**src/io_pkg.sv**
```systemverilog
// i/o subsystem shared definitions
`default_nettype none

package io_pkg;

  // ----------------------------------------------------------------------
  // bus widths
  // ----------------------------------------------------------------------
  localparam int addr_w = 24;
  localparam int data_w = 32;

  // one bus address, two decodings
  typedef union packed {
    // memory view: word index plus byte offset
    struct packed {
      logic [21:0] word;
      logic [1:0]  byte_off;
    } mem;
    // i/o view: block prefix, device slot, byte offset
    struct packed {
      logic [15:0] block;
      logic [5:0]  slot;
      logic [1:0]  byte_off;
    } io;
  } bus_addr_u;

  // ----------------------------------------------------------------------
  // address map
  // ----------------------------------------------------------------------
  // i/o block, 64 word slots at FFFF00
  localparam logic [15:0] io_block = 16'hFFFF;
  // prom at FFE000, lower 2 kB half only
  localparam logic [11:0] prom_prefix = 12'hFFE;
  // everything below FFE000 counts as ram
  localparam logic [10:0] ram_limit_prefix = 11'h7FF;

  // device slots, byte offset from top of block in brackets
  localparam logic [5:0] slot_tmr  = 6'b110000;  // -64
  localparam logic [5:0] slot_lsb  = 6'b110001;  // -60
  localparam logic [5:0] slot_scfg = 6'b100101;  // -108
  localparam logic [5:0] slot_ptmr = 6'b011111;  // -132

  // process timers, periods in ms, entry 0 in the low word
  localparam int max_ptmr = 8;
  localparam logic [max_ptmr-1:0][15:0] ptmr_period = {
    16'd200, 16'd100, 16'd50, 16'd20, 16'd10, 16'd5, 16'd2, 16'd1
  };

endpackage

`default_nettype wire
```
**src/io_subsystem.sv**
```systemverilog
// oberon i/o subsystem top level
`timescale 1ns/10ps
`default_nettype none

module io_subsystem #(
  parameter int clk_per_ms = 25000,
  parameter int num_ptmr = 8,
  parameter logic [io_pkg::data_w-1:0] mem_lim    = 'h40000,
  parameter logic [io_pkg::data_w-1:0] stack_org  = 'h30000,
  parameter logic [io_pkg::data_w-1:0] stack_size = 'h4000
) (
  input  logic                      clk,
  input  logic                      rst_n,
  // bus master
  input  logic [io_pkg::addr_w-1:0] addr,
  input  logic                      wr,
  input  logic [io_pkg::data_w-1:0] wdata,
  output logic [io_pkg::data_w-1:0] rdata,
  // region selects for prom and ram
  output logic                      ram_sel,
  output logic                      prom_sel,
  // board pins
  input  logic [3:0]                btn_n,
  input  logic [17:0]               swi,
  output logic [7:0]                led_g,
  output logic [17:0]               led_r
);

  // device strobes
  logic                      tmr_stb;
  logic                      lsb_stb;
  logic                      scfg_stb;
  logic                      ptmr_stb;
  // device read words
  logic [io_pkg::data_w-1:0] tmr_rdata;
  logic [io_pkg::data_w-1:0] lsb_rdata;
  logic [io_pkg::data_w-1:0] scfg_rdata;
  logic [io_pkg::data_w-1:0] ptmr_rdata;
  // ms timer to process timers
  logic                      ms_tick;
  logic [io_pkg::data_w-1:0] ms_count;

  // ----------------------------------------------------------------------
  // address map
  // ----------------------------------------------------------------------
  addr_decoder dec_0 (
    // in
    .addr(addr), .tmr_rdata(tmr_rdata), .lsb_rdata(lsb_rdata),
    .scfg_rdata(scfg_rdata), .ptmr_rdata(ptmr_rdata),
    // out
    .ram_sel(ram_sel), .prom_sel(prom_sel),
    .tmr_stb(tmr_stb), .lsb_stb(lsb_stb), .scfg_stb(scfg_stb), .ptmr_stb(ptmr_stb),
    .rdata(rdata)
  );

  // ----------------------------------------------------------------------
  // devices
  // ----------------------------------------------------------------------
  // ms timer, slot -64
  ms_timer #(.clk_per_ms(clk_per_ms)) tmr_0 (
    .clk(clk), .rst_n(rst_n), .tmr_stb(tmr_stb),
    .ms_tick(ms_tick), .ms_count(ms_count), .tmr_rdata(tmr_rdata)
  );

  // process timers, slot -132
  proc_timers #(.num_ptmr(num_ptmr)) ptmr_0 (
    .clk(clk), .rst_n(rst_n), .ptmr_stb(ptmr_stb), .wr(wr), .wdata(wdata),
    .ms_tick(ms_tick), .ms_count(ms_count), .ptmr_rdata(ptmr_rdata)
  );

  // leds, switches, buttons, slot -60
  lsb_port lsb_0 (
    .clk(clk), .rst_n(rst_n), .lsb_stb(lsb_stb), .wr(wr), .wdata(wdata),
    .btn_n(btn_n), .swi(swi),
    .lsb_rdata(lsb_rdata), .led_g(led_g), .led_r(led_r)
  );

  // configuration constants, slot -108
  sysconf #(
    .mem_lim(mem_lim),
    .stack_org(stack_org),
    .stack_size(stack_size)
  ) scfg_0 (
    .clk(clk), .rst_n(rst_n), .scfg_stb(scfg_stb), .wr(wr), .wdata(wdata),
    .scfg_rdata(scfg_rdata)
  );

endmodule

`default_nettype wire

```
**src/sysconf.sv**
```systemverilog
// system configuration word
`timescale 1ns/10ps
`default_nettype none

module sysconf #(
  // ram size
  parameter logic [io_pkg::data_w-1:0] mem_lim    = 'h40000,
  // initial stack pointer
  parameter logic [io_pkg::data_w-1:0] stack_org  = 'h30000,
  parameter logic [io_pkg::data_w-1:0] stack_size = 'h4000
) (
  input  logic                      clk,
  input  logic                      rst_n,
  input  logic                      scfg_stb,
  input  logic                      wr,
  input  logic [io_pkg::data_w-1:0] wdata,
  output logic [io_pkg::data_w-1:0] scfg_rdata
);

  // which constant the next read returns
  logic [1:0] idx;

  // index write, low two bits only
  always_ff @(posedge clk) begin
    if (!rst_n) begin
      idx <= 2'd0;
    end else if (scfg_stb && wr) begin
      idx <= wdata[1:0];
    end
  end

  // read follows the index at once
  always_comb begin
    case (idx)
      2'd0:    scfg_rdata = mem_lim;
      2'd1:    scfg_rdata = stack_org;
      2'd2:    scfg_rdata = stack_size;
      default: scfg_rdata = '0;
    endcase
  end

endmodule

`default_nettype wire

```
**src/lsb_port.sv**
```systemverilog
// leds, switches and buttons
`timescale 1ns/10ps
`default_nettype none

module lsb_port (
  input  logic                      clk,
  input  logic                      rst_n,
  // bus side
  input  logic                      lsb_stb,
  input  logic                      wr,
  input  logic [io_pkg::data_w-1:0] wdata,
  // board pins, buttons active low
  input  logic [3:0]                btn_n,
  input  logic [17:0]               swi,
  // buttons 21:18, switches 17:0
  output logic [io_pkg::data_w-1:0] lsb_rdata,
  output logic [7:0]                led_g,
  output logic [17:0]               led_r
);

  // two stage sync, buttons already inverted
  logic [3:0]  btn_meta;
  logic [3:0]  btn_sync;
  logic [17:0] swi_meta;
  logic [17:0] swi_sync;

  // ----------------------------------------------------------------------
  // input synchronizer
  // ----------------------------------------------------------------------
  always_ff @(posedge clk) begin
    if (!rst_n) begin
      btn_meta <= '0;
      btn_sync <= '0;
      swi_meta <= '0;
      swi_sync <= '0;
    end else begin
      btn_meta <= ~btn_n;
      btn_sync <= btn_meta;
      swi_meta <= swi;
      swi_sync <= swi_meta;
    end
  end

  assign lsb_rdata = {10'b0, btn_sync, swi_sync};

  // ----------------------------------------------------------------------
  // led register
  // ----------------------------------------------------------------------
  // green from bits 7:0, red from bits 25:8
  always_ff @(posedge clk) begin
    if (!rst_n) begin
      led_g <= '0;
      led_r <= '0;
    end else if (lsb_stb && wr) begin
      led_g <= wdata[7:0];
      led_r <= wdata[25:8];
    end
  end

endmodule

`default_nettype wire

```
**src/proc_timers.sv**
```systemverilog
// process periodic timers
`timescale 1ns/10ps
`default_nettype none

module proc_timers #(
  // timers in use, up to io_pkg::max_ptmr
  parameter int num_ptmr = 8
) (
  input  logic                      clk,
  input  logic                      rst_n,
  // bus side
  input  logic                      ptmr_stb,
  input  logic                      wr,
  input  logic [io_pkg::data_w-1:0] wdata,
  // from ms timer
  input  logic                      ms_tick,
  input  logic [io_pkg::data_w-1:0] ms_count,
  // ready flags, zero extended
  output logic [io_pkg::data_w-1:0] ptmr_rdata
);

  logic [num_ptmr-1:0] en_mask;
  logic [num_ptmr-1:0] ready;
  logic [num_ptmr-1:0] due;
  logic                wr_en;

  assign wr_en = ptmr_stb && wr;

  // ----------------------------------------------------------------------
  // period match
  // ----------------------------------------------------------------------
  // ms_count already holds the new value while ms_tick is high
  // divisor is a constant per timer
  always_comb begin
    for (int i = 0; i < num_ptmr; i++) begin
      due[i] = en_mask[i] &&
               ((ms_count % {16'h0, io_pkg::ptmr_period[i]}) == '0);
    end
  end

  // ----------------------------------------------------------------------
  // mask and flags
  // ----------------------------------------------------------------------
  always_ff @(posedge clk) begin
    if (!rst_n) begin
      en_mask <= '0;
      ready   <= '0;
    end else if (wr_en) begin
      // new mask, all flags cleared
      en_mask <= wdata[num_ptmr-1:0];
      ready   <= '0;
    end else if (ms_tick) begin
      // sticky until the next write
      ready <= ready | due;
    end
  end

  // flags low, zeros above
  assign ptmr_rdata = {{(io_pkg::data_w - num_ptmr){1'b0}}, ready};

endmodule

`default_nettype wire

```
**src/ms_timer.sv**
```systemverilog
// millisecond timer
`timescale 1ns/10ps
`default_nettype none

module ms_timer #(
  // clock cycles per millisecond
  parameter int clk_per_ms = 25000
) (
  input  logic                      clk,
  input  logic                      rst_n,
  // slot select, read only device
  input  logic                      tmr_stb,
  // one cycle pulse per ms
  output logic                      ms_tick,
  // ms since reset
  output logic [io_pkg::data_w-1:0] ms_count,
  output logic [io_pkg::data_w-1:0] tmr_rdata
);

  // at least one bit even for clk_per_ms of 1
  localparam int psc_w = (clk_per_ms > 1) ? $clog2(clk_per_ms) : 1;
  localparam logic [psc_w-1:0] psc_last = psc_w'(clk_per_ms - 1);

  logic [psc_w-1:0] psc;
  logic             psc_wrap;

  // last cycle of the current ms
  assign psc_wrap = (psc == psc_last);

  // ----------------------------------------------------------------------
  // prescaler and ms count
  // ----------------------------------------------------------------------
  always_ff @(posedge clk) begin
    if (!rst_n) begin
      psc      <= '0;
      ms_count <= '0;
      ms_tick  <= 1'b0;
    end else begin
      // tick follows the increment by one cycle
      ms_tick <= psc_wrap;
      if (psc_wrap) begin
        psc      <= '0;
        ms_count <= ms_count + 1'b1;
      end else begin
        psc <= psc + 1'b1;
      end
    end
  end

  // count visible on the bus only while selected
  assign tmr_rdata = tmr_stb ? ms_count : '0;

endmodule

`default_nettype wire

```
**src/addr_decoder.sv**
```systemverilog
// bus address decoder and i/o read mux
`timescale 1ns/10ps
`default_nettype none

module addr_decoder (
  // bus address from master
  input  logic [io_pkg::addr_w-1:0] addr,
  // device read words
  input  logic [io_pkg::data_w-1:0] tmr_rdata,
  input  logic [io_pkg::data_w-1:0] lsb_rdata,
  input  logic [io_pkg::data_w-1:0] scfg_rdata,
  input  logic [io_pkg::data_w-1:0] ptmr_rdata,
  // region selects
  output logic                      ram_sel,
  output logic                      prom_sel,
  // device strobes
  output logic                      tmr_stb,
  output logic                      lsb_stb,
  output logic                      scfg_stb,
  output logic                      ptmr_stb,
  // selected read word
  output logic [io_pkg::data_w-1:0] rdata
);

  io_pkg::bus_addr_u bus_addr;
  logic              io_en;

  assign bus_addr = addr;

  // ----------------------------------------------------------------------
  // memory regions
  // ----------------------------------------------------------------------
  // word[21:11] is addr[23:13]
  // ram up to FFE000, 16 MB minus 8 kB
  assign ram_sel = (bus_addr.mem.word[21:11] != io_pkg::ram_limit_prefix);

  // word[21:10] is addr[23:12], word[9] is addr[11]
  // prom in lower half of the 4 kB window
  assign prom_sel = (bus_addr.mem.word[21:10] == io_pkg::prom_prefix) &&
                    !bus_addr.mem.word[9];

  // ----------------------------------------------------------------------
  // i/o slots
  // ----------------------------------------------------------------------
  // one 256 byte block at FFFF00
  assign io_en = (bus_addr.io.block == io_pkg::io_block);

  // one word per device
  assign tmr_stb  = io_en && (bus_addr.io.slot == io_pkg::slot_tmr);
  assign lsb_stb  = io_en && (bus_addr.io.slot == io_pkg::slot_lsb);
  assign scfg_stb = io_en && (bus_addr.io.slot == io_pkg::slot_scfg);
  assign ptmr_stb = io_en && (bus_addr.io.slot == io_pkg::slot_ptmr);

  // ----------------------------------------------------------------------
  // read data
  // ----------------------------------------------------------------------
  // strobes are mutually exclusive
  // unmapped slot or non-i/o address reads zero
  always_comb begin
    rdata = '0;
    if (tmr_stb) begin
      rdata = tmr_rdata;
    end else if (lsb_stb) begin
      rdata = lsb_rdata;
    end else if (scfg_stb) begin
      rdata = scfg_rdata;
    end else if (ptmr_stb) begin
      rdata = ptmr_rdata;
    end
  end

endmodule

`default_nettype wire

```
**config.mk**
```make
export PLATFORM = sky130hd
export DESIGN_NAME = io_subsystem
export DESIGN_NICKNAME = d
export VERILOG_FILES = /design/src/io_pkg.sv /design/src/io_subsystem.sv /design/src/sysconf.sv /design/src/lsb_port.sv /design/src/proc_timers.sv /design/src/ms_timer.sv /design/src/addr_decoder.sv
export SDC_FILE = /design/constraint.sdc
export NUM_CORES = 1
export LEC_CHECK = 0
export BUFFER_PORTS_ARGS = -buffer_cell sky130_fd_sc_hd__buf_2
export CAP_MARGIN = 40
export CELL_PAD_IN_SITES_DETAIL_PLACEMENT = 0
export CELL_PAD_IN_SITES_GLOBAL_PLACEMENT = 1
export CORE_MARGIN = 5
export CORE_UTILIZATION = 30
export DETAILED_ROUTE_END_ITERATION = 8
export HOLD_SLACK_MARGIN = 0.02
export PLACE_DENSITY_LB_ADDON = 0.1
export SLEW_MARGIN = 20
export SYNTH_ARGS = -nofsm -noshare
export SYNTH_HDL_FRONTEND = slang
export SYNTH_HIERARCHICAL = 1
export SYNTH_SLANG_ARGS = --single-unit
```
**constraint.sdc**
```tcl
create_clock -name clk -period 18.14 [get_ports clk]
set_clock_uncertainty 0.05 [all_clocks]
set_input_delay 0.907 -clock clk [delete_from_list [all_inputs] [get_ports clk]]
set_output_delay 0.907 -clock clk [all_outputs]
set_load 0.01 [all_outputs]
```
# Word-level counts from Yosys, hierarchy flattened
# Index checks and enable logic that the tools add are counted.
totals:
  inputBits: 81
  output_inout_bits: 60
  register_bits: 136
op_classes:
  eq_ne: 10
  mux: 5
  div_mod_pow: 6
  n_addsub: 2
  n_reduce_logical: 26
  bitwise: 3
ops:
  columns: ["cell", "count"]
  rows:
  - ["$logic_not 32->1", 7]
  - ["$mux 32", 3]
  - ["$pmux 19 s3", 1]
  - ["$add 32x1->32 const B", 1]
  - ["$mod 32x3->32 const B", 1]
  - ["$mod 32x4->32 const B", 1]
  - ["$mod 32x5->32 const B", 1]
  - ["$mod 32x6->32 const B", 1]
  - ["$mod 32x7->32 const B", 1]
  - ["$mod 32x8->32 const B", 1]
  - ["$eq 6x6->1 const B", 3]
  - ["$eq 16x16->1 const B", 1]
  - ["$add 15x1->15 const B", 1]
  - ["$eq 15x15->1 const B", 1]
  - ["$logic_and 1x1->1", 15]
  - ["$eq 12x12->1 const B", 1]
  - ["$ne 11x11->1 const B", 1]
  - ["$mux 8", 1]
  - ["$or 8x8->8", 1]
  - ["$eq 6x5->1 const B", 1]
  - ["$not 4->4", 1]
  - ["$reduce_or 2->1", 2]
  - ["$eq 2x1->1 const B", 1]
  - ["$eq 2x2->1 const B", 1]
  - ["other kinds (3)", 3]

# Logic depth before layout (Yosys ltp)
# Gate-level depths: netlist (run 1).
depth:
  word_depth: 6
  ltp_mapped: 75
  mapped_depth_nobuf: 63

# Modules after synthesis
# Netlist (run 1), hierarchy kept.
modules_own_cells:
  columns: ["mod", "area_each_um2", "cells_per_inst", "seq_area_each_um2", "n_inst"]
  rows:
  - ["proc_timers", 10684.0, 1584, 320.3, 1]
  - ["ms_timer", 2591.2, 308, 960.9, 1]
  - ["lsb_port", 2351.0, 224, 1401.3, 1]
  - ["addr_decoder", 1712.9, 255, 0.0, 1]
  - ["sysconf", 324.1, 42, 40.0, 1]

# Least setup slack after synthesis (run 1)
# No wires, ideal clock.
synth_path:
  kind: "register to register"
  from: "reg tmr_0/ms_count[28] (netlist bit)"
  to: "reg ptmr_0.ready[5]"
  period_less_slack_ps: 15962
  slack_ps: 2178
  required_time_ps: 17966
  stages_incl_launch_ff: 67
  t_arrival_ps: 15788
  cell_sequence: "dfxtp_1 buf_4 o21bai_1 mux2_4 and2_1 a21oi_2 mux2_4 o21ai_2 a221oi_1 or2_4 a2111o_2 a21o_1 and2_4 buf_6 o32ai_2 o2bb2ai_1 a31oi_4 o2111ai_4 [... 31 more ...] a311oi_1 o21a_1 nor2_1 o2111ai_1 o311ai_2 xor2_1 buf_2 mux2_1 o31ai_1 or2_2 nand2_1 ha_1 and2_1 o21a_1 a21oi_1 a221oi_1 a311oi_1 o41ai_2"
synth_via:
  elab_chain_len: 4
synth_lines:
  columns: ["element", "line_no", "rtl"]
  rows:
  - ["from (decl)", "ms_timer.sv:16", "output logic [io_pkg::data_w-1:0] ms_count,"]
  - ["from (signal assigned)", "ms_timer.sv:43", "ms_count <= ms_count + 1'b1;"]
  - ["$mod 32x6->32", "proc_timers.sv:37", "((ms_count % {16'h0, io_pkg::ptmr_period[i]}) == '0);"]
  - ["$logic_not 32->1", "proc_timers.sv:37", null]
  - ["$logic_and 1x1->1", "proc_timers.sv:36", "due[i] = en_mask[i] &&"]
  - ["$or 8x8->8", "proc_timers.sv:54", "ready <= ready | due;"]
  - ["to (signal assigned)", "proc_timers.sv:54", null]
  - ["to (decl)", "proc_timers.sv:23", "logic [num_ptmr-1:0] ready;"]
# No other way between the ends.
# A chain may end at the register's enable or synchronous reset.

# Final worst setup path (run 1)
# Same ends and word-level chain as after synthesis.

==> impl_metrics.py, run 1 <==
metrics = {
    "global_route": {
        "grtUsageTotal_pct": 17.74,
        "grt-ovfl-total": 0,
        "grt_pass1_wl_um": 96370,
        "first_global_vias": 17700,
        "antenna_found_initial": 0,
        "grt_max_degree": 69,
    },
    "floorplan": {
        "io-pin-count": 141,
        "die_height_um": 252.6,
        "coreArea_mm2": 0.05869,
        "die_x_um": 252.6,
        "initial_core_util_pct": 30.10,
        "dieArea_mm2": 0.06383,
        "rows": 89,
    },
    "finish": {
        "fill_cells": 6261,
        "fin_area_mm2": 0.02034,
        "fin_util_pct": 34.66,
        "fin_nets": 2613,
        "syn_to_final_growth_pct": 15.15,
        "antenna_cells": 0,
        "layout-drive-gt1-share_pct": 20.97,
    },
    "synthesis": {
        "ys_async_sr_fraction_pct": 0,
        "ys.flop_type": "dfxtp_1",
        "synthCells": 2413,
        "syn_avg_cell_area_um2": 7.320,
        "yosys.area.top_type": "dfxtp_1",
        "ys_seq_area_share_pct": 15.41,
        "synth_top_area_share_pct": 15.41,
        "synth_edf_count": 0,
        "syn_area_mm2": 0.01766,
        "synth_cell_type_count": 151,
        "ys.warnings.count": 6,
        "synth-seq-cells": 136,
        "yosys-top-cells-area": "dfxtp_1 15%, nand2_1 4.4%, mux2i_1 4.2%",
    },
    "placed_design": {
        "dp_slack_ns": -0.05920,
        "port_buffers": 132,
        "place_area_mm2": 0.01925,
        "hpwlAfterDp_um": 42510,
        "gp_congestion": 0.8189,
    },
    "sta": {
        "finalHoldWorstSlack_ns": 0.3787,
        "post-route-period-util_pct": 94.85,
        "finalSetupViolCount": 0,
        "final_hold_viol_count": 0,
        "setup_slack_ns": 0.9344,
        "fmax_ghz": 0.05812,
        "worst_pin_slew_ns": 0.8394,
        "tns_ns": 0,
        "slew_viol_final": 0,
        "fin_crit_ns": 17.21,
        "maxSlewHeadroom_pct": 43.33,
    },
    "worst_setup_path": {
        "critical_path.startpoint_type": "register",
        "crit_arrival_ns": 17.49,
        "cp-end-kind": "register",
        "r2r_slack_ns": 0.93,
        "cp_data_required_time_ns": 18.42,
        "max_stage_delay_ns": 0.59,
        "cpMostUsedCell": "buf_4",
        "crit_slowest_cell": "or4b_4",
        "reg2reg_depth": 67,
        "worst_path_dominant_cell_family": "compound AO/OA/AOI/OAI gates",
        "timing.rr.end": "ptmr_0/ready[5]$_SDFFE_PP0P_",
        "crit_fanout": 18,
        "worstReg2RegStart": "tmr_0/ms_count[28]$_SDFFE_PN0N_",
        "critPathBufInv": 6,
        "worstSetupPathType": "register to register",
    },
    "status": {
        "outcome": "finished clean",
    },
    "pwr": {
        "power_density_mw_per_mm2": 35.62,
        "vdd_drop_max_mv": 0.06567,
        "leakage_nw": 7.484,
    },
    "route": {
        "drt-total-wl_um": 59560,
        "wl_per_cell_um": 17.99,
        "vias": 18890,
        "vias_per_cell": 5.707,
        "drtPass1Iterations": 5,
        "postRouteAntennaNets": 0,
        "drtIter0Drc": 1220,
        "drc": 0,
    },
    "flow_run": {
        "timing.max_cap.violations": 0,
    },
    "clocking": {
        "root_buffer": "clkbuf_16",
        "postCtsHoldBufs": 0,
        "insertion_delay_ns": 0.45,
        "numCtsBuffers": 17,
        "clkSinkCount": 136,
        "clockBufferDepth": 2,
        "htree_levels": 4,
        "cts_tree": "yes",
        "clk_pin_slew_ns": 0.07,
    },
    "worst_hold_path": {
        "hp-class": "register to register",
        "min_from": "lsb_0/swi_meta[9]$_SDFF_PN0_",
        "min_to": "lsb_0/swi_sync[9]$_SDFF_PN0_",
        "worstHoldPathCells": 1,
    },
}
==> state kept, by name (all words and copies together), names as in the netlist <==
| register | cells |
|---|---|
| tmr_0/ms_tick | 1 |
| lsb_0/btn_sync | 4 |
| lsb_0/swi_sync | 18 |
| ptmr_0/en_mask | 8 |
| lsb_0/led_r | 18 |
| lsb_0/swi_meta | 18 |
| lsb_0/btn_meta | 4 |
| lsb_0/led_g | 8 |
| tmr_0/psc | 15 |
| tmr_0/ms_count | 32 |
| ptmr_0/ready | 8 |
| scfg_0/idx | 2 |
==> layout make-up <==
| type | instances | area, µm² | share of cell area (%) |
|---|---|---|---|
| Clock buffer | 17 | 425.4 | 2.092 |
| Clock inverter | 15 | 205.2 | 1.009 |
| Inverter | 52 | 195.2 | 0.9597 |
| Multi-Input combinational cell | 2031 | 13960 | 68.65 |
| Sequential cell | 136 | 2740 | 13.47 |
| Tap cell | 773 | 967.2 | 4.755 |
| Timing Repair Buffer | 286 | 1843 | 9.062 |
==> cells in the final DEF (no fill, tap or decap), drive strengths merged, types with 20 or more instances in the layout <==
master   Yosys  layout
inv         41      49
dfxtp      136     136
nand2b      27      27
a21oi      131     131
buf        126     284
o31ai       43      43
and3        26      26
xnor2       45      45
o21ai      164     164
nor4        75      75
o2111ai     21      21
a22oi       43      43
mux2i       77      77
nor2       158     158
conb         3      62
nor3        53      53
a21boi      20      20
nand2      210     210
nand3      117     117
mux2        21      21
nand4b      34      34
a31oi       38      38
a211oi      34      34
o211ai      40      40
and2       109     109
nand4       71      71
==> per-layer routing <==
metal	vias up	wire length (µm)	track usage, %
li1	9405	-	-
met1	9085	29840	25.57
met2	364	27010	29.17
met3	36	2108	1.698
met4	0	607	3.102
met5	-	0	0
==> cells by family after synthesis <==
| family | share of synthesized area, % |
|---|---|
| multiplexers | 6.134 |
| XOR/XNOR | 3.159 |
| flip-flops | 15.41 |
| adder cells (fa/ha/maj) | 1.162 |
| other | 0.06375 |
| AO/OA/AOI/OAI | 34.82 |
| buffers and inverters | 8.748 |
| AND/OR/NAND/NOR | 30.50 |
==> report_power, final <==
group,total (W),internal (W),switching (W)
clock network,0.000380,0.000211,0.000168
logic,0.0000401,0.0000147,0.0000254
registers,0.000305,0.000303,0.00000186
total,0.000724,0.000529,0.000195
==> what timing repair did <==
item | in CTS | in global routing
setup endpoints to repair | 1 | 2
setup buffers | 0 | 12
pin swaps | 0 | 11
resized for setup | 2 | 66
cloned | 0 | 0
==> worst max-delay path by stage <==
stage,to,slack (ns),cells after the start,from
2_1_floorplan,ptmr_0/ready[5]$_SDFFE_PP0P_,2.18,66,tmr_0/ms_count[28]$_SDFFE_PN0N_
3_3_place_gp,ptmr_0/ready[5]$_SDFFE_PP0P_,0.08,67,tmr_0/ms_count[28]$_SDFFE_PN0N_
3_5_place_dp,ptmr_0/ready[5]$_SDFFE_PP0P_,-0.06,67,tmr_0/ms_count[28]$_SDFFE_PN0N_
4_1_cts,ptmr_0/ready[5]$_SDFFE_PP0P_,0.06,67,tmr_0/ms_count[29]$_SDFFE_PN0N_
5_1_grt,ptmr_0/ready[5]$_SDFFE_PP0P_,-0.08,71,tmr_0/ms_count[28]$_SDFFE_PN0N_
6_report,ptmr_0/ready[5]$_SDFFE_PP0P_,0.93,67,tmr_0/ms_count[28]$_SDFFE_PN0N_
==> cells in the mapped netlist (all sizes together), types with 13 or more instances <==
master,number
a211oi,34
clkbuf,127
o211ai,40
nor2b,17
or4,17
a21boi,20
or2,18
xor2,14
a211o,16
and3,26
o2111ai,21
and2,109
a221oi,16
nand2,210
nand4b,34
mux2,21
a22oi,43
a21o,19
nand4,71
buf,126
o221ai,17
o311ai,14
a311oi,13
o22ai,17
nor3,53
a21oi,131
o21ai,164
nand2b,27
nand3,117
mux2i,77
xnor2,45
o31ai,43
a31oi,38
dfxtp,136
nor4,75
nor2,158
o21a,19
or3,17
inv,41
==> per-stage QoR <==
stage | power, W | cells
4_1_cts | 0.0007366 | 3296
3_5_place_dp | 0.0003519 | 3264
6_report | 0.0007245 | 3310
2_1_floorplan | 0.0003450 | 2472
3_3_place_gp | 0.0003511 | 3260
5_1_grt | 0.0007520 | 3310
Note: power is estimated with default switching activity, not from simulation.
==> inputs of run 2 (changes only) <==
--- a/config.mk
+++ b/config.mk
@@ -10,7 +10,7 @@
 export CELL_PAD_IN_SITES_DETAIL_PLACEMENT = 0
 export CELL_PAD_IN_SITES_GLOBAL_PLACEMENT = 1
 export CORE_MARGIN = 5
-export CORE_UTILIZATION = 30
+export CORE_UTILIZATION = 40
 export DETAILED_ROUTE_END_ITERATION = 8
 export HOLD_SLACK_MARGIN = 0.02
 export PLACE_DENSITY_LB_ADDON = 0.1
==> run 2 against run 1 <==
Non-clock buffer count decreased by 42; power decreased by 3.6%; design area shrank 2.6%; critical path depth down 2; flip-flop and latch count unchanged; utilization rose by 10 points; combinational power decreased by 1%; clock-buffer cell count grew 1; cell count decreased by 6.8%; sequential share of layout area up 0.33 points; via count decreased by 0.75%; die area down 24%; highest routed layer unchanged.
==> impl_metrics.py, run 2 (synthesis results as in run 1) <==
metrics = {
    "status": {
        "outcome": "finished clean",
    },
    "placed_design": {
        "dp_cells": 3043,
        "dp_slack_ns": 0.1523,
        "gp_congestion": 0.8537,
        "port_buffers": 132,
        "hpwlAfterDp_um": 37890,
    },
    "clocking": {
        "clkSinkCount": 136,
        "postCtsHoldBufs": 0,
        "clk_pin_slew_ns": 0.06,
        "root_buffer": "clkbuf_16",
        "htree_levels": 4,
        "insertion_delay_ns": 0.43,
        "cts_tree": "yes",
        "clockBufferDepth": 2,
        "numCtsBuffers": 17,
    },
    "global_route": {
        "grt-ovfl-total": 0,
        "grtUsageTotal_pct": 21.09,
        "antenna_found_initial": 0,
        "first_global_vias": 17080,
        "grt_max_degree": 83,
        "grt_pass1_wl_um": 87890,
    },
    "sta": {
        "final_hold_viol_count": 0,
        "rsz0062_at_grt": "yes",
        "worst_pin_slew_ns": 0.8241,
        "fmax_ghz": 0.05778,
        "slew_viol_final": 0,
        "maxSlewHeadroom_pct": 44.33,
        "fin_crit_ns": 17.31,
        "post-route-period-util_pct": 95.41,
        "setup_slack_ns": 0.8331,
        "finalSetupViolCount": 0,
    },
    "route": {
        "drtPass1Iterations": 6,
        "drc": 0,
        "vias": 18750,
        "postRouteAntennaNets": 0,
        "vias_per_cell": 6.076,
        "drtIter0Drc": 1522,
        "drt-total-wl_um": 54520,
        "wl_per_cell_um": 17.67,
    },
    "worst_setup_path": {
        "cpMostUsedCell": "and2_1",
        "crit_arrival_ns": 17.57,
        "max_stage_delay_ns": 0.56,
        "crit_fanout": 15,
        "critical_path.startpoint_type": "register",
        "cp-end-kind": "register",
        "cp_data_required_time_ns": 18.40,
        "worstSetupPathType": "register to register",
        "crit_slowest_cell": "or4_1",
    },
    "finish": {
        "syn_to_final_growth_pct": 12.10,
        "register_area_mm2": 0.002734,
        "regMostFlops": "tmr_0/ms_count",
        "largest_reg_flops": 32,
        "fill_cells": 4532,
        "layout-drive-gt1-share_pct": 19.21,
        "fin_nets": 2571,
        "final_common_cell": "nand2_1",
        "final_cell_mix": "208 x nand2_1, 156 x nor2_1, 132 x buf_2",
        "final_cells": 3086,
        "antenna_cells": 0,
        "multi_input_area_mm2": 0.01399,
    },
    "floorplan": {
        "coreArea_mm2": 0.04393,
        "die_height_um": 220.1,
        "io-pin-count": 141,
        "die_x_um": 220.1,
        "dieArea_mm2": 0.04846,
        "rows": 77,
        "initial_core_util_pct": 40.21,
    },
    "flow_run": {
        "timing.max_cap.violations": 0,
    },
    "worst_hold_path": {
        "hp-class": "register to register",
    },
    "pwr": {
        "vdd_drop_max_mv": 0.06038,
        "power_density_mw_per_mm2": 35.26,
        "leakage_nw": 7.221,
        "total_power_w": 0.0006981,
    },
}
-- run 2: changes by cell type in the layout (fill, tap and decap cells not counted), sizes merged --
| cell | before | now |
|---|---|---|
| clkinv | 15 | 16 |
| inv | 49 | 45 |
| buf | 284 | 240 |
| clkdlybuf4s15 | 0 | 1 |
| clkbuf | 19 | 21 |
| clkinvlp | 1 | 2 |
-- run 2: critical path: cells and delay by family, from the launching register on --
kind	cells	cell delay, ns
AO/OA/AOI/OAI	36	8.99
XOR/XNOR	2	0.44
adder cells (fa/ha/maj)	3	0.87
buffers and inverters	3	0.58
flip-flops	1	0.49
multiplexers	2	0.69
AND/OR/NAND/NOR	19	5.03
-- run 2: report_power, final --
group / total [W] / internal [W] / switching (W)
combinational: 0.0000396 / 0.0000151 / 0.0000245
sequential: 0.000305 / 0.000303 / 0.00000192
clock: 0.000353 / 0.000207 / 0.000146
-- run 2: layout make-up --
cell class	count	area share [%]
clock buffers	18	2.218
flip-flops and latches	136	13.81
multi-input cells	2031	70.65
inverters	52	0.9858
repair buffers	244	7.861
well taps	592	3.741
clock inverters	13	0.7330
-- run 2: final timing paths --
| path | start | to | slack (ns) | cells after the start |
|---|---|---|---|---|
| worst min register to register | lsb_0/btn_meta[0]$_SDFF_PN0_ | lsb_0/btn_sync[0]$_SDFF_PN0_ | 0.38 | 1 |
| worst max-delay path | tmr_0/ms_count[29]$_SDFFE_PN0N_ | ptmr_0/ready[5]$_SDFFE_PP0P_ | 0.83 | 65 |
| worst min-delay path | lsb_0/btn_meta[0]$_SDFF_PN0_ | lsb_0/btn_sync[0]$_SDFF_PN0_ | 0.38 | 1 |
| worst max register to register | tmr_0/ms_count[29]$_SDFFE_PN0N_ | ptmr_0/ready[5]$_SDFFE_PP0P_ | 0.83 | 65 |
-- run 2: per-layer routing --
metal,routed length (µm),global-route usage [%],vias up
met5,0,0,-
met4,691,4.722,0
met3,2261,2.107,36
met2,24550,34.67,438
met1,27020,29.98,8961
li1,-,-,9314
-- run 2: repair_timing --
item                       in CTS  in global routing
buffers inserted                0                  7
setup endpoints to repair       0                  3
resized for setup               0                 67
-- run 2: per-stage QoR --
| stage | util, % | setup TNS (ns) | hold WS [ns] | instance area (µm²) |
|---|---|---|---|---|
| 2_1_floorplan | - | 0 | 0.3619 | 17880 |
| 3_3_place_gp | 42.55 | 0 | 0.3650 | 18690 |
| 3_5_place_dp | 42.59 | 0 | 0.3704 | 18710 |
| 4_1_cts | 43.92 | 0 | 0.3828 | 19300 |
| 5_1_grt | 45.07 | -0.1850 | 0.3910 | 19800 |
| 6_report | 45.07 | 0 | 0.3783 | 19800 |
==> inputs of run 3 (changes only) <==
--- a/config.mk
+++ b/config.mk
@@ -5,6 +5,7 @@
 export SDC_FILE = /design/constraint.sdc
 export NUM_CORES = 1
 export LEC_CHECK = 0
+export ABC_AREA = 1
 export BUFFER_PORTS_ARGS = -buffer_cell sky130_fd_sc_hd__buf_2
 export CAP_MARGIN = 40
 export CELL_PAD_IN_SITES_DETAIL_PLACEMENT = 0
==> run 3 against run 2 <==
Flip-flop and latch count unchanged; area after synthesis shrank 9.7%; via count fell by 16%; sequential power about the same; global-route usage shrank 3.4 points; sequential share of layout area rose by 1.9 points; first-iteration DRC count shrank 42%; combinational power down 29%; fmax rose by 27%; design area down 12%; cell count is 7.3% higher; highest routed layer unchanged.
==> impl_metrics.py, run 3 <==
metrics = {
    "floorplan": {
        "rows": 73,
        "coreArea_mm2": 0.03955,
        "io-pin-count": 141,
        "die_height_um": 209.7,
        "initial_core_util_pct": 40.33,
        "dieArea_mm2": 0.04397,
        "die_x_um": 209.7,
    },
    "flow_run": {
        "timing.max_cap.violations": 0,
    },
    "synthesis": {
        "ys_seq_area_share_pct": 17.07,
        "synthCells": 2679,
        "syn_area_mm2": 0.01595,
        "ys.warnings.count": 6,
        "yosys.area.top_type": "nand2_1",
        "yosys-top-cells-area": "nand2_1 18%, dfxtp_1 17%, nand3_1 10%",
        "ys.flop_type": "dfxtp_1",
        "yosys.area_share.adder_pct": 0.6275,
        "synth_most_common_cell": "nand2_1",
        "ys_async_sr_fraction_pct": 0,
        "synth_compound_area_share_pct": 8.558,
        "synth-seq-cells": 136,
        "syn_avg_cell_area_um2": 5.954,
        "synth_edf_count": 0,
        "synthTopCellsByCount": "770 x nand2_1, 355 x inv_1, 334 x nand3_1",
        "synth_top_family_by_area": "simple AND/OR/NAND/NOR gates",
        "synth_xor_area_share_pct": 0.9883,
        "synth_top_area_share_pct": 18.12,
        "muxShareOfSynthArea_pct": 0,
        "synth_cell_type_count": 69,
        "yosys.area_share.simple_pct": 56.93,
    },
    "route": {
        "vias": 15670,
        "wl_per_cell_um": 11.97,
        "postRouteAntennaNets": 0,
        "drtIter0Drc": 888,
        "drtPass1Iterations": 5,
        "drt-total-wl_um": 39640,
        "vias_per_cell": 4.733,
        "drc": 0,
    },
    "worst_setup_path": {
        "critical_path.startpoint_type": "register",
        "worst_path_dominant_cell_family": "simple AND/OR/NAND/NOR gates",
        "critPathBufInv": 8,
        "crit_arrival_ns": 13.91,
        "max_stage_delay_ns": 0.54,
        "cpMostUsedCell": "nand2_1",
        "cp_data_required_time_ns": 18.44,
        "crit_slowest_cell": "dfxtp_1",
        "cp-end-kind": "register",
        "worstSetupPathType": "register to register",
        "crit_fanout": 8,
    },
    "sta": {
        "fin_crit_ns": 13.61,
        "maxSlewHeadroom_pct": 50.35,
        "fmax_ghz": 0.07347,
        "tns_ns": 0,
        "post-route-period-util_pct": 75.04,
        "slew_viol_final": 0,
        "rsz0062_at_grt": "no",
        "setup_slack_ns": 4.529,
        "finalSetupViolCount": 0,
        "worst_pin_slew_ns": 0.7447,
        "final_hold_viol_count": 0,
    },
    "worst_hold_path": {
        "hp-class": "register to register",
    },
    "finish": {
        "final_cell_mix": "770 x nand2_1, 355 x inv_1, 334 x nand3_1",
        "antenna_cells": 0,
        "largest_reg_flops": 32,
        "fin_nets": 2862,
        "final_common_cell": "nand2_1",
        "regMostFlops": "tmr_0/ms_count",
        "syn_to_final_growth_pct": 8.816,
        "fill_cells": 4288,
        "layout-drive-gt1-share_pct": 22.25,
    },
    "clocking": {
        "clkSinkCount": 136,
        "htree_levels": 4,
        "cts_resized": 0,
        "cts_tree": "yes",
        "clockBufferDepth": 2,
        "root_buffer": "clkbuf_16",
        "numCtsBuffers": 17,
        "postCtsHoldBufs": 0,
        "insertion_delay_ns": 0.42,
        "post-cts-setup-buffers": 0,
        "clk_pin_slew_ns": 0.06,
    },
    "placed_design": {
        "gp_congestion": 0.8177,
        "hpwlAfterDp_um": 30720,
        "dp_slack_ns": 4.531,
        "port_buffers": 132,
    },
    "pwr": {
        "power_density_mw_per_mm2": 38.95,
        "leakage_nw": 10.23,
        "vdd_drop_max_mv": 0.05823,
    },
    "global_route": {
        "grt_pass1_wl_um": 67780,
        "grt-ovfl-total": 0,
        "first_global_vias": 14180,
        "grt_max_degree": 99,
        "grtUsageTotal_pct": 17.71,
        "antenna_found_initial": 0,
    },
    "status": {
        "outcome": "finished clean",
    },
}
[run 3: cell types whose count changed after synthesis, sizes merged, moves of 98 or more]
cell / change
and2: -109
nand2: +791
clkbuf: -98
nand3: +270
inv: +368
nor2: +107
[run 3: final cells by class]
type	instances	area (µm²)	share of cell area, %
Sequential cell	136	2723	15.69
Inverter	430	1647	9.486
Clock buffer	17	425.4	2.451
Multi-Input combinational cell	2045	10950	63.07
Tap cell	525	656.9	3.784
Clock inverter	15	160.2	0.9227
Timing Repair Buffer	143	798.3	4.599
[run 3: per-stage QoR]
stage | power [W] | cells | area (µm²) | utilization [%] | hold slack, ns
2_1_floorplan | 0.0003364 | 2738 | 16170 | - | 0.3405
3_3_place_gp | 0.0003392 | 3276 | 16700 | 42.22 | 0.3501
3_5_place_dp | 0.0003404 | 3278 | 16740 | 42.34 | 0.3509
4_1_cts | 0.0006868 | 3310 | 17330 | 43.82 | 0.3657
5_1_grt | 0.0007050 | 3311 | 17360 | 43.89 | 0.3821
6_report | 0.0006760 | 3311 | 17360 | 43.89 | 0.3605
[run 3: routing by layer]
layer	GRT usage, %	part of all wire, %	wire length, µm
met5	0	0	0
met4	3.015	0.79	314
met3	2.691	3.7	1477
met2	28.88	44	17540
met1	25.17	51	20310
[run 3: tightest hold or removal path, stage by stage, from the launching register on]
cell and delay [ns]:
dfxtp_1 0.31, nand2_1 0.04, inv_1 0.04
[run 3: worst paths after layout]
path / startpoint / end / slack (ns) / cells after the start
max: tmr_0/ms_count[31]$_SDFFE_PN0N_ / ptmr_0/ready[2]$_SDFFE_PP0P_ / 4.53 / 124
min: lsb_0/swi_meta[6]$_SDFF_PN0_ / lsb_0/swi_sync[6]$_SDFF_PN0_ / 0.36 / 2
max reg2reg: tmr_0/ms_count[31]$_SDFFE_PN0N_ / ptmr_0/ready[2]$_SDFFE_PP0P_ / 4.53 / 124
min reg2reg: lsb_0/swi_meta[6]$_SDFF_PN0_ / lsb_0/swi_sync[6]$_SDFF_PN0_ / 0.36 / 2
[run 3: kinds of logic after synthesis]
logic type                 Yosys count
DFF                                136
buffers and inverters              557
AOI/OAI and AO/OA                  209
xor gates and xnor gates            18
adders and majority gates            8
and+or+nand+nor                   1748
other                                3
[run 3: power by group]
| group | switching (W) | total [W] | internal [W] |
|---|---|---|---|
| Clock | 0.000148 | 0.000343 | 0.000194 |
| Combinational | 0.0000181 | 0.0000283 | 0.0000101 |
| Sequential | 0.00000153 | 0.000305 | 0.000304 |
